$ cat config.mk
export PLATFORM = sky130hd
export DESIGN_NAME = rsa_apb_regs
export DESIGN_NICKNAME = d
export VERILOG_FILES = /design/src/rsa_pkg.sv /design/src/rsa_apb_regs.sv
export SDC_FILE = /design/constraint.sdc
export NUM_CORES = 1
export LEC_CHECK = 0
export BUFFER_PORTS_ARGS = -buffer_cell sky130_fd_sc_hd__buf_2
export CAP_MARGIN = 30
export CORE_AREA = 2 2 429 431
export DETAILED_ROUTE_END_ITERATION = 8
export DIE_AREA = 0 0 431 433
export GPL_ROUTABILITY_DRIVEN = 0
export PLACE_DENSITY = 0.43
export SETUP_SLACK_MARGIN = 0.3
export SLEW_MARGIN = 15
export SYNTH_ARGS = -nofsm -noshare
export SYNTH_HDL_FRONTEND = slang
export SYNTH_SLANG_ARGS = --single-unit
$ cat constraint.sdc
create_clock -name i_clk -period 8.25 [get_ports i_clk]
set_input_delay 1.2375 -clock i_clk [delete_from_list [all_inputs] [get_ports i_clk]]
set_output_delay 1.2375 -clock i_clk [all_outputs]
set_load 0.02 [all_outputs]
$ cat src/rsa_pkg.sv
package rsa_pkg;

    // APB requester bundle
    typedef struct packed {
        logic        psel;
        logic        penable;
        logic        pwrite;
        logic [11:0] paddr;
        logic [31:0] pwdata;
    } apb_req_t;

    // APB completer bundle
    typedef struct packed {
        logic [31:0] prdata;
        logic        pready;
        logic        pslverr;
    } apb_rsp_t;

    // Operand regions, least significant word first
    // Each region has room for 16 words
    localparam logic [11:0] ADDR_N    = 12'h000;
    localparam logic [11:0] ADDR_BASE = 12'h040;
    localparam logic [11:0] ADDR_EXP  = 12'h080;

    // Bit 0 is start
    localparam logic [11:0] ADDR_CTRL = 12'h0C0;
    // Bit 0 busy, bit 1 sticky done
    localparam logic [11:0] ADDR_STAT = 12'h0C4;

    localparam logic [11:0] ADDR_RES  = 12'h100;

    // Exponentiation controller states
    typedef enum logic [2:0] {
        IDLE   = 3'd0,
        PREP   = 3'd1,
        STEP   = 3'd2,
        WAIT   = 3'd3,
        FINISH = 3'd4
    } exp_state_t;

endpackage

$ cat src/rsa_apb_regs.sv
module rsa_apb_regs #(
    parameter int WIDTH = 256
) (
    input  logic              i_clk,
    input  logic              i_rst,
    input  rsa_pkg::apb_req_t i_apb,
    output rsa_pkg::apb_rsp_t o_apb,
    output logic              o_start,
    output logic [WIDTH-1:0]  o_n,
    output logic [WIDTH-1:0]  o_base,
    output logic [WIDTH-1:0]  o_exp,
    input  logic              i_busy,
    input  logic              i_done,
    input  logic [WIDTH-1:0]  i_result
);
    import rsa_pkg::*;

    localparam int WORDS = WIDTH / 32;
    localparam int WW    = (WORDS > 1) ? $clog2(WORDS) : 1;

    if ((WIDTH % 32) != 0 || WIDTH > 512) begin : g_width_check
        $error("WIDTH must be a multiple of 32 and at most 512");
    end

    logic [31:0]   n_q    [WORDS];
    logic [31:0]   base_q [WORDS];
    logic [31:0]   exp_q  [WORDS];
    logic [31:0]   res_q  [WORDS];
    logic          start_q;
    logic          done_q;

    logic          access;
    logic          busy;
    logic [3:0]    word;
    logic [WW-1:0] widx;
    logic          in_range;
    logic          sel_n;
    logic          sel_base;
    logic          sel_exp;
    logic          sel_res;
    logic          sel_ctrl;
    logic          sel_stat;
    logic          err;
    logic          wr_ok;
    logic [31:0]   rdata;

    always_comb begin
        access   = i_apb.psel && i_apb.penable;
        // Pending start counts as busy so a second start is refused
        busy     = i_busy || start_q;
        word     = i_apb.paddr[5:2];
        widx     = word[WW-1:0];
        in_range = (int'(word) < WORDS) && (i_apb.paddr[1:0] == 2'b00);
        sel_n    = in_range && (i_apb.paddr[11:6] == ADDR_N[11:6]);
        sel_base = in_range && (i_apb.paddr[11:6] == ADDR_BASE[11:6]);
        sel_exp  = in_range && (i_apb.paddr[11:6] == ADDR_EXP[11:6]);
        sel_res  = in_range && (i_apb.paddr[11:6] == ADDR_RES[11:6]);
        sel_ctrl = (i_apb.paddr == ADDR_CTRL);
        sel_stat = (i_apb.paddr == ADDR_STAT);
        err      = access && (!(sel_n || sel_base || sel_exp || sel_res || sel_ctrl || sel_stat)
                   || (i_apb.pwrite && busy && (sel_n || sel_base || sel_exp || sel_ctrl)));
        wr_ok    = access && i_apb.pwrite && !err;

        rdata = '0;
        if (sel_n) begin
            rdata = n_q[widx];
        end else if (sel_base) begin
            rdata = base_q[widx];
        end else if (sel_exp) begin
            rdata = exp_q[widx];
        end else if (sel_res) begin
            rdata = res_q[widx];
        end else if (sel_stat) begin
            rdata = {30'd0, done_q, busy};
        end
    end

    always_ff @(posedge i_clk or negedge i_rst) begin
        if (!i_rst) begin
            start_q <= 1'b0;
            done_q  <= 1'b0;
        end else begin
            start_q <= wr_ok && sel_ctrl && i_apb.pwdata[0];
            // Sticky done, cleared by a new start
            if (wr_ok && sel_ctrl && i_apb.pwdata[0]) begin
                done_q <= 1'b0;
            end else if (i_done) begin
                done_q <= 1'b1;
            end
        end
    end

    always_ff @(posedge i_clk) begin
        if (wr_ok && sel_n) begin
            n_q[widx] <= i_apb.pwdata;
        end
        if (wr_ok && sel_base) begin
            base_q[widx] <= i_apb.pwdata;
        end
        if (wr_ok && sel_exp) begin
            exp_q[widx] <= i_apb.pwdata;
        end
        if (i_done) begin
            for (int i = 0; i < WORDS; i++) begin
                res_q[i] <= i_result[i*32 +: 32];
            end
        end
    end

    for (genvar g = 0; g < WORDS; g++) begin : g_words
        assign o_n[g*32 +: 32]    = n_q[g];
        assign o_base[g*32 +: 32] = base_q[g];
        assign o_exp[g*32 +: 32]  = exp_q[g];
    end

    assign o_start       = start_q;
    assign o_apb.prdata  = (access && !i_apb.pwrite) ? rdata : 32'd0;
    assign o_apb.pready  = 1'b1;
    assign o_apb.pslverr = err;

endmodule

## After elaboration in Yosys (flattened, before gate mapping)

Memories as Yosys holds them, arrays and structs flattened.
Cells that the tools add are included.

- Order comparisons: 1
- Reductions and logical operators: 31
- Div/mod/pow operators: 0
- Multiply operators: 0
- Equality and inequality tests: 5
- Shift-type cells: 0
- Bitwise logic cells: 0
- Add/subtract/negate cells: 0
- Mux-type cells: 16

Operator list:

| operator | count |
|---|---|
| 32-bit 2-to-1 mux | 5 |
| 12-bit by 8-bit == test with 1-bit output (second input constant) | 2 |
| 1-bit logical AND | 17 |
| 1-bit 2-to-1 mux | 10 |
| 1-bit logical OR | 8 |
| 6-bit by 1-bit == test with 1-bit output (second input constant) | 1 |
| 6-bit by 2-bit == test with 1-bit output (second input constant) | 1 |
| 6-bit by 3-bit == test with 1-bit output (second input constant) | 1 |
| 6-bit logical NOT | 1 |
| 4-bit < comparator (second input constant) | 1 |
| 1-bit logical NOT | 3 |
| 2-bit logical NOT | 1 |
| 2-bit 2-to-1 mux | 1 |
| 2-bit nonzero test | 1 |

- Memories: 4
- Input port bits: 307
- RAM bits: 1,024
- Word-level logic and storage cells: 59
- Latch bits: 0
- Bits in read-only memories: 0
- Output and inout bits: 803
- Register bits after elaboration: 2

Memories:

| memory | words | bits a word | rd ports | clocked after memory_dff | wr ports | line | RTL |
|---|---|---|---|---|---|---|---|
| base_q | 8 | 32 | 9 | 0 | 1 | rsa_apb_regs.sv:26 | `logic [31:0] base_q [WORDS];` |
| exp_q | 8 | 32 | 9 | 0 | 1 | rsa_apb_regs.sv:27 | `logic [31:0] exp_q [WORDS];` |
| n_q | 8 | 32 | 9 | 0 | 1 | rsa_apb_regs.sv:25 | `logic [31:0] n_q [WORDS];` |
| res_q | 8 | 32 | 1 | 0 | 8 | rsa_apb_regs.sv:28 | `logic [31:0] res_q [WORDS];` |

## Longest topological paths before layout

Gate-level depths: netlist of the first run.

- Word-level depth: 16
- Mapped depth: 9
- Depth with buffers taken out: 5

## Worst setup path before layout of the first run

OpenSTA, ideal clock, no wires.

- Path kind: input to register
- Start: input port i_apb[41] (netlist bit)
- End: memory exp_q[3][0], enable pin
- Stages: 7
- Data required time: 7.829 ns
- Path slack: 3.815 ns
- Library setup time: 0.421 ns
- Path buffers: 3
- Arrival time: 4.014 ns
- Path through: or4_4 buf_6 or3_1 buf_6 nand2b_4 buf_6 nor2_1

- Word-level cells in the longest chain between the ends: 15
- Elaborated cells on any way between the ends: 25
- Classes of those cells: eq/ne (5); mux (2); reduce/logical (18)

RTL lines:

| element | line | RTL |
|---|---|---|
| start: declaration | rsa_apb_regs.sv:6 | `input rsa_pkg::apb_req_t i_apb,` |
| 6-bit by 1-bit == test with 1-bit output or 6-bit logical NOT (tied branches) | rsa_apb_regs.sv:55, rsa_apb_regs.sv:54 |  |
| 1-bit logical AND, on equally long branches | rsa_apb_regs.sv:55, rsa_apb_regs.sv:54 |  |
| 1-bit logical OR (2 in series) | rsa_apb_regs.sv:60, rsa_apb_regs.sv:61 |  |
| 1-bit logical OR (3 in series) | rsa_apb_regs.sv:60 | `err = access && (!(sel_n \|\| sel_base \|\| sel_exp \|\| sel_res \|\| sel_ctrl \|\| sel_stat)` |
| 1-bit logical NOT | rsa_apb_regs.sv:60 |  |
| 1-bit logical OR | rsa_apb_regs.sv:61 | `\|\| (i_apb.pwrite && busy && (sel_n \|\| sel_base \|\| sel_exp \|\| sel_ctrl)));` |
| 1-bit logical AND | rsa_apb_regs.sv:60 |  |
| 1-bit logical NOT | rsa_apb_regs.sv:62 | `wr_ok = access && i_apb.pwrite && !err;` |
| 1-bit logical AND | rsa_apb_regs.sv:62 |  |
| 1-bit logical AND (*) | rsa_apb_regs.sv:100 | `if (wr_ok && sel_exp) begin` |
| 1-bit 2-to-1 mux (*) | rsa_apb_regs.sv:100 |  |
| 1-bit 2-to-1 mux (not written as such) (*) | rsa_apb_regs.sv:101 | `exp_q[widx] <= i_apb.pwdata;` |
| end: declaration | rsa_apb_regs.sv:27 |  |

Mark *: on every way between the ends. The rest lies on a longest branch, timed or not.

==> results of run 1 <==
[worst min-delay path by stage]
| stage | start | to |
|---|---|---|
| after detailed placement | done_q | done_q |
| after global placement | done_q | done_q |
| after floorplan | done_q | done_q |
| after global routing | i_rst | o_start |
| final | i_rst | done_q |
| after CTS | i_rst | o_start |
[layer usage]
layer / global-route usage (%) / wire [microns] / vias to the layer above
met5: 0 / 23 / -
met3: 7.14 / 17700 / 234
met4: 5.80 / 5640 / 4
li1: - / - / 9564
met1: 24.5 / 75800 / 13286
met2: 31.7 / 91000 / 1249
[cells in the mapped netlist, drive strengths merged]
library cell / number
edfxtp: 1024
mux4: 286
buf: 71
nand2: 68
mux2i: 67
nand3: 34
nor2: 32
o22ai: 31
clkbuf: 23
nor3: 7
and3: 5
nor2b: 3
o211a: 3
or3: 3
a211oi: 2
a21oi: 2
dfrtp: 2
nand2b: 2
nor3b: 2
o21ai: 2
a2bb2oi: 1
and2: 1
and4: 1
conb: 1
mux2: 1
nand4b: 1
o221ai: 1
o311a: 1
or4: 1
[kinds of logic (layout without fill, tap and decap cells)]
group,Yosys count,in the layout,synth area share [%]
buffers and inverters,94,1378,1.25
AOI/OAI and AO/OA,43,43,0.726
other,1,6,0.00950
DFF,1026,1026,78.1
and+or+nand+nor,160,160,1.89
muxes,354,354,18.1
[through the flow]
stage                     cells  power (uW)
after floorplan            1678        6260
after CTS                  5346       11900
after global placement     5122        6600
after global routing       5350       12100
final                      5352       11700
after detailed placement   5125        6600
[registers in the layout, indices dropped and copies added, names as in the netlist]
name / cells
base_q: 256
done_q: 1
exp_q: 256
n_q: 256
o_start: 1
res_q: 256
[report_power, final]
| group | leakage [uW] | switching, uW | internal [uW] |
|---|---|---|---|
| sequential | 0.00943 | 29.4 | 5850 |
| clock | 0.00185 | 2290 | 2970 |
| combinational | 0.00742 | 356 | 250 |
| total | 0.0187 | 2680 | 9070 |
[final cells by class]
class | instances | area share (%)
clock buffers | 149 | 5.94
clock inverters | 72 | 1.37
repair buffers | 1157 | 11.7
multi-input cells | 558 | 16.1
flip-flops and latches | 1026 | 59.2
well taps | 2385 | 5.73
diodes | 5 | 0.0240
[critical path: stages]
cell and delay [ns]:
buf_8 0.53, buf_12 0.44, mux4_2 0.56, mux2i_1 0.51, o22ai_1 0.17, nand2_1 0.25, nand2_1 0.20, buf_2 0.21
==> results.yml, run 1 <==
global_routing:
  grt_max_degree: 153
  grt_use_total_pct: 19.6
  grt_antenna_before_repair: 17
  grt-ovfl-total: 0
  grt_pass1_wl_microns: 243000
  grt_pass1_vias: 24600
placement:
  post-place-ws_ns: 2.52
  placed_cell_area_sq_um: 48200
  post-dp-hpwl_microns: 139000
  numPortBuffers: 1108
worst_setup_path:
  r2r_slack_ns: 4.94
  required_ns: 7.01
  ff2ff_path_depth: 6
  worstSetupPathType: "primary input to output port"
  critPathLaunch: "i_apb[34]"
  reg2reg_to: "n_q[1][14]"
  crit_path_end: "o_apb[18]"
  critPathArrivalTime_ns: 4.24
  end_kind: "output port"
  r2r_start: "o_start"
  critPathMaxFanout: 50
  startpoint_type: "primary input"
logic_synthesis:
  netlist.area_leader.share_pct: 77.9
  syn-instance-count: 1678
  ys_seq_elements: 1026
  yosysTopAreaCell: "edfxtp_1"
  yosysWarnings: 0
  synth_area_sq_um: 39500
  synthesis.nets: 1985
  synth_cell_types: 37
  yosysSeqAreaShare_pct: 78.1
  synthTopCellsByArea: "edfxtp_1, mux4_2, mux2i_1"
  synth.avg_cell_area_sq_um: 23.5
timing:
  clock_skew_ns: 0.0665
  hold_viol: 0
  finalMaxSlewViolations: 0
  whs_ns: 0.203
  setup_violations: 0
  relSlewSlack_pct: 37.7
  tightest_slew_ns: 0.935
  timing.final.crit_share_pct: 66.4
  max_freq_ghz: 0.182
  setup_slack_ns: 2.77
  fin_crit_ns: 5.48
  finalSetupTns_ns: 0
  rsz0062_at_grt: "false"
hold_path:
  min_path_type: "primary input to async pin"
finish:
  final_common_cell: "buf_2"
  most-common-layout-cells: "buf_2, edfxtp_1, mux4_2, clkbuf_16, nand2_1"
  register_area_sq_um: 30800
  multi_input_area_sq_um: 8360
  fin_util_pct: 28.6
  final_nets: 3169
  layout-drive-gt1-share_pct: 55.6
  design_area_sq_um: 52100
  nFillCells: 18222
  syn_to_final_growth_pct: 31.9
routing:
  post_drt_wl_per_cell_microns: 35.5
  via_per_inst: 4.55
  dr_total_vias: 24337
  drcViolationCount: 0
  dr.pass1.iters: 7
  drt-total-wl_microns: 190000
  postRouteAntennaNets: 0
  drt_iter0_markers: 2473
clock_tree:
  cts_sinks: 1026
  hold_buffers: 0
  cts_resized: 0
  root_buffer: "clkbuf_16"
  postCtsSetupRepairBufs: 0
  clock_latency_ns: 0.80
  cts_max_level: 3
  cts_max_path_buffers: 3
  numCtsBuffers: 119
  clk_pin_slew_ns: 0.06
  cts_tree: "done"
floorplan:
  die_w_microns: 431
  fp-row-count: 157
  start_util_pct: 21.7
  core_sq_um: 182000
  die_h_microns: 433
  ios: 1110
  dieArea_sq_um: 187000
run_status:
  status: "complete, no violations"
job:
  maxCapViolCount: 0
power:
  powerDensity_nw_per_um2: 226
  vdd_drop_max_v: 0.000174
  leakage_uw: 0.0187
Power figures use the tool's default switching activity.
==> run 2, diff against run 1 <==
--- a/config.mk
+++ b/config.mk
@@ -7,11 +7,11 @@
 export LEC_CHECK = 0
 export BUFFER_PORTS_ARGS = -buffer_cell sky130_fd_sc_hd__buf_2
 export CAP_MARGIN = 30
-export CORE_AREA = 2 2 429 431
+export CORE_AREA = 2 2 433 435
 export DETAILED_ROUTE_END_ITERATION = 8
-export DIE_AREA = 0 0 431 433
+export DIE_AREA = 0 0 435 437
 export GPL_ROUTABILITY_DRIVEN = 0
-export PLACE_DENSITY = 0.43
+export PLACE_DENSITY = 0.42
 export SETUP_SLACK_MARGIN = 0.3
 export SLEW_MARGIN = 15
 export SYNTH_ARGS = -nofsm -noshare
==> constraint.sdc (replaced) <==
create_clock -name i_clk -period 5.5 [get_ports i_clk]
set_input_delay 0.825 -clock i_clk [delete_from_list [all_inputs] [get_ports i_clk]]
set_output_delay 0.825 -clock i_clk [all_outputs]
set_load 0.02 [all_outputs]
==> results.yml, run 2 (same netlist as run 1, synthesis figures left out) <==
run_status:
  status: "complete, no violations"
worst_setup_path:
  critPathTopFamily: "buffers and inverters"
  crit_path_max_incr_delay_ns: 0.56
  r2r_slack_ns: 2.59
  path_buf_inv: 3
  worstSetupPathType: "primary input to output port"
  r2r_start: "o_start"
  required_ns: 4.68
  critPathLaunch: "i_apb[34]"
  cpMaxStageDelayCell: "buf_8"
  worst_path_most_repeated_cell: "nand2_1"
  startpoint_type: "primary input"
  critPathArrivalTime_ns: 3.66
  cp_cell_sequence: "buf_8, buf_4, mux4_2, mux2i_1, o22ai_1, nand2_1, nand2_1, buf_2"
  critPathMaxFanout: 59
  end_kind: "output port"
routing:
  drt-total-wl_microns: 193000
  post_drt_wl_per_cell_microns: 35.0
  via_per_inst: 4.51
  drcViolationCount: 0
  dr_total_vias: 24812
  dr.pass1.iters: 5
  postRouteAntennaNets: 0
  drt_iter0_markers: 2396
power:
  switchingPower_uw: 4000
  p_int_uw: 13600
  clockPowerShare_pct: 44.5
  pwr-share-comb_pct: 5.2
  leakage_uw: 0.0190
  swShare_pct: 22.8
  powerDensity_nw_per_um2: 333
  p_seq_share_pct: 50.2
  vdd_drop_max_v: 0.000284
timing:
  setup_violations: 0
  tightest_slew_ns: 1.06
  setup_slack_ns: 1.01
  finalMaxSlewViolations: 0
  max_freq_ghz: 0.223
  relSlewSlack_pct: 29.6
  finalSetupTns_ns: 0
  whs_ns: 0.213
  timing.final.crit_share_pct: 81.6
  clock_skew_ns: 0.0329
  hold_viol: 0
  rsz0062_at_grt: "false"
  fin_crit_ns: 4.49
finish:
  design_area_sq_um: 52700
  instances_no_fill: 5500
  final_nets: 3218
  syn_to_final_growth_pct: 33.5
  most-common-layout-cells: "buf_2, edfxtp_1, mux4_2, clkbuf_16, buf_4"
  layout-drive-gt1-share_pct: 56.1
  final_common_cell: "buf_2"
clock_tree:
  clk_pin_slew_ns: 0.06
  postCtsSetupRepairBufs: 0
  cts_tree: "done"
  root_buffer: "clkbuf_16"
  cts_max_level: 3
  cts_resized: 0
  clock_latency_ns: 0.78
  cts_sinks: 1026
  cts_max_path_buffers: 3
  numCtsBuffers: 121
placement:
  placed_cell_area_sq_um: 48800
  numPortBuffers: 1108
  post-place-ws_ns: 0.873
  post-dp-hpwl_microns: 140000
  dp_cells: 5267
global_routing:
  grt_max_degree: 95
  grt_use_total_pct: 19.5
  grt_pass1_vias: 25043
  grt-ovfl-total: 0
  grt_antenna_before_repair: 14
  grt_pass1_wl_microns: 248000
floorplan:
  die_h_microns: 437
  start_util_pct: 21.3
  fp-row-count: 158
  die_w_microns: 435
  core_sq_um: 185000
  ios: 1110
  dieArea_sq_um: 190000
hold_path:
  hold_start: "i_result[64]"
  min_path_type: "primary input to register"
job:
  maxCapViolCount: 0
## run 2: final timing paths
path,end,depth (start not counted)
max in group asynchronous,o_start,2
min in group asynchronous,done_q,2
worst max-delay path,o_apb[26],8
worst min register to register,done_q,2
worst min-delay path,res_q[2][0],1
worst max register to register,n_q[6][25],6
## run 2: layer usage
layer / up-vias / global-route usage (%) / share of wire [%]
li1: 9672 / - / -
met1: 13657 / 24.6 / 41
met2: 1269 / 32.1 / 48
met3: 214 / 6.34 / 8.5
met4: 0 / 4.87 / 2.5
met5: - / 0 / 0
## run 2: area by class of cell
class,count,area [sq um]
fill,18676,132000
antenna,6,15.0
clock inverter,80,656
tap,2480,3100
sequential,1026,30800
multi-input combinational,558,8360
timing repair buffer,1204,6600
clock buffer,146,3140
## run 2: power by group through the flow
stage,sequential (uW),combinational (uW),clock (uW)
after detailed placement,8980,932,0
after floorplan,8960,434,0
after CTS,8820,936,8020
final,8820,921,7810
after global routing,8830,979,8280
after global placement,8980,928,0
## run 2: metrics by stage
stage | utilization, % | total power, uW
finish | 28.5 | 17600
global placement | 26.4 | 9910
global route | 28.5 | 18100
CTS | 28.5 | 17800
floorplan | - | 9390
detailed placement | 26.4 | 9920
## run 2: what timing repair did
action / CTS / global route
endpoints found under the setup margin: 0 / 0
hold buffers: 1 / 0
hold endpoints to repair: 2 / 0
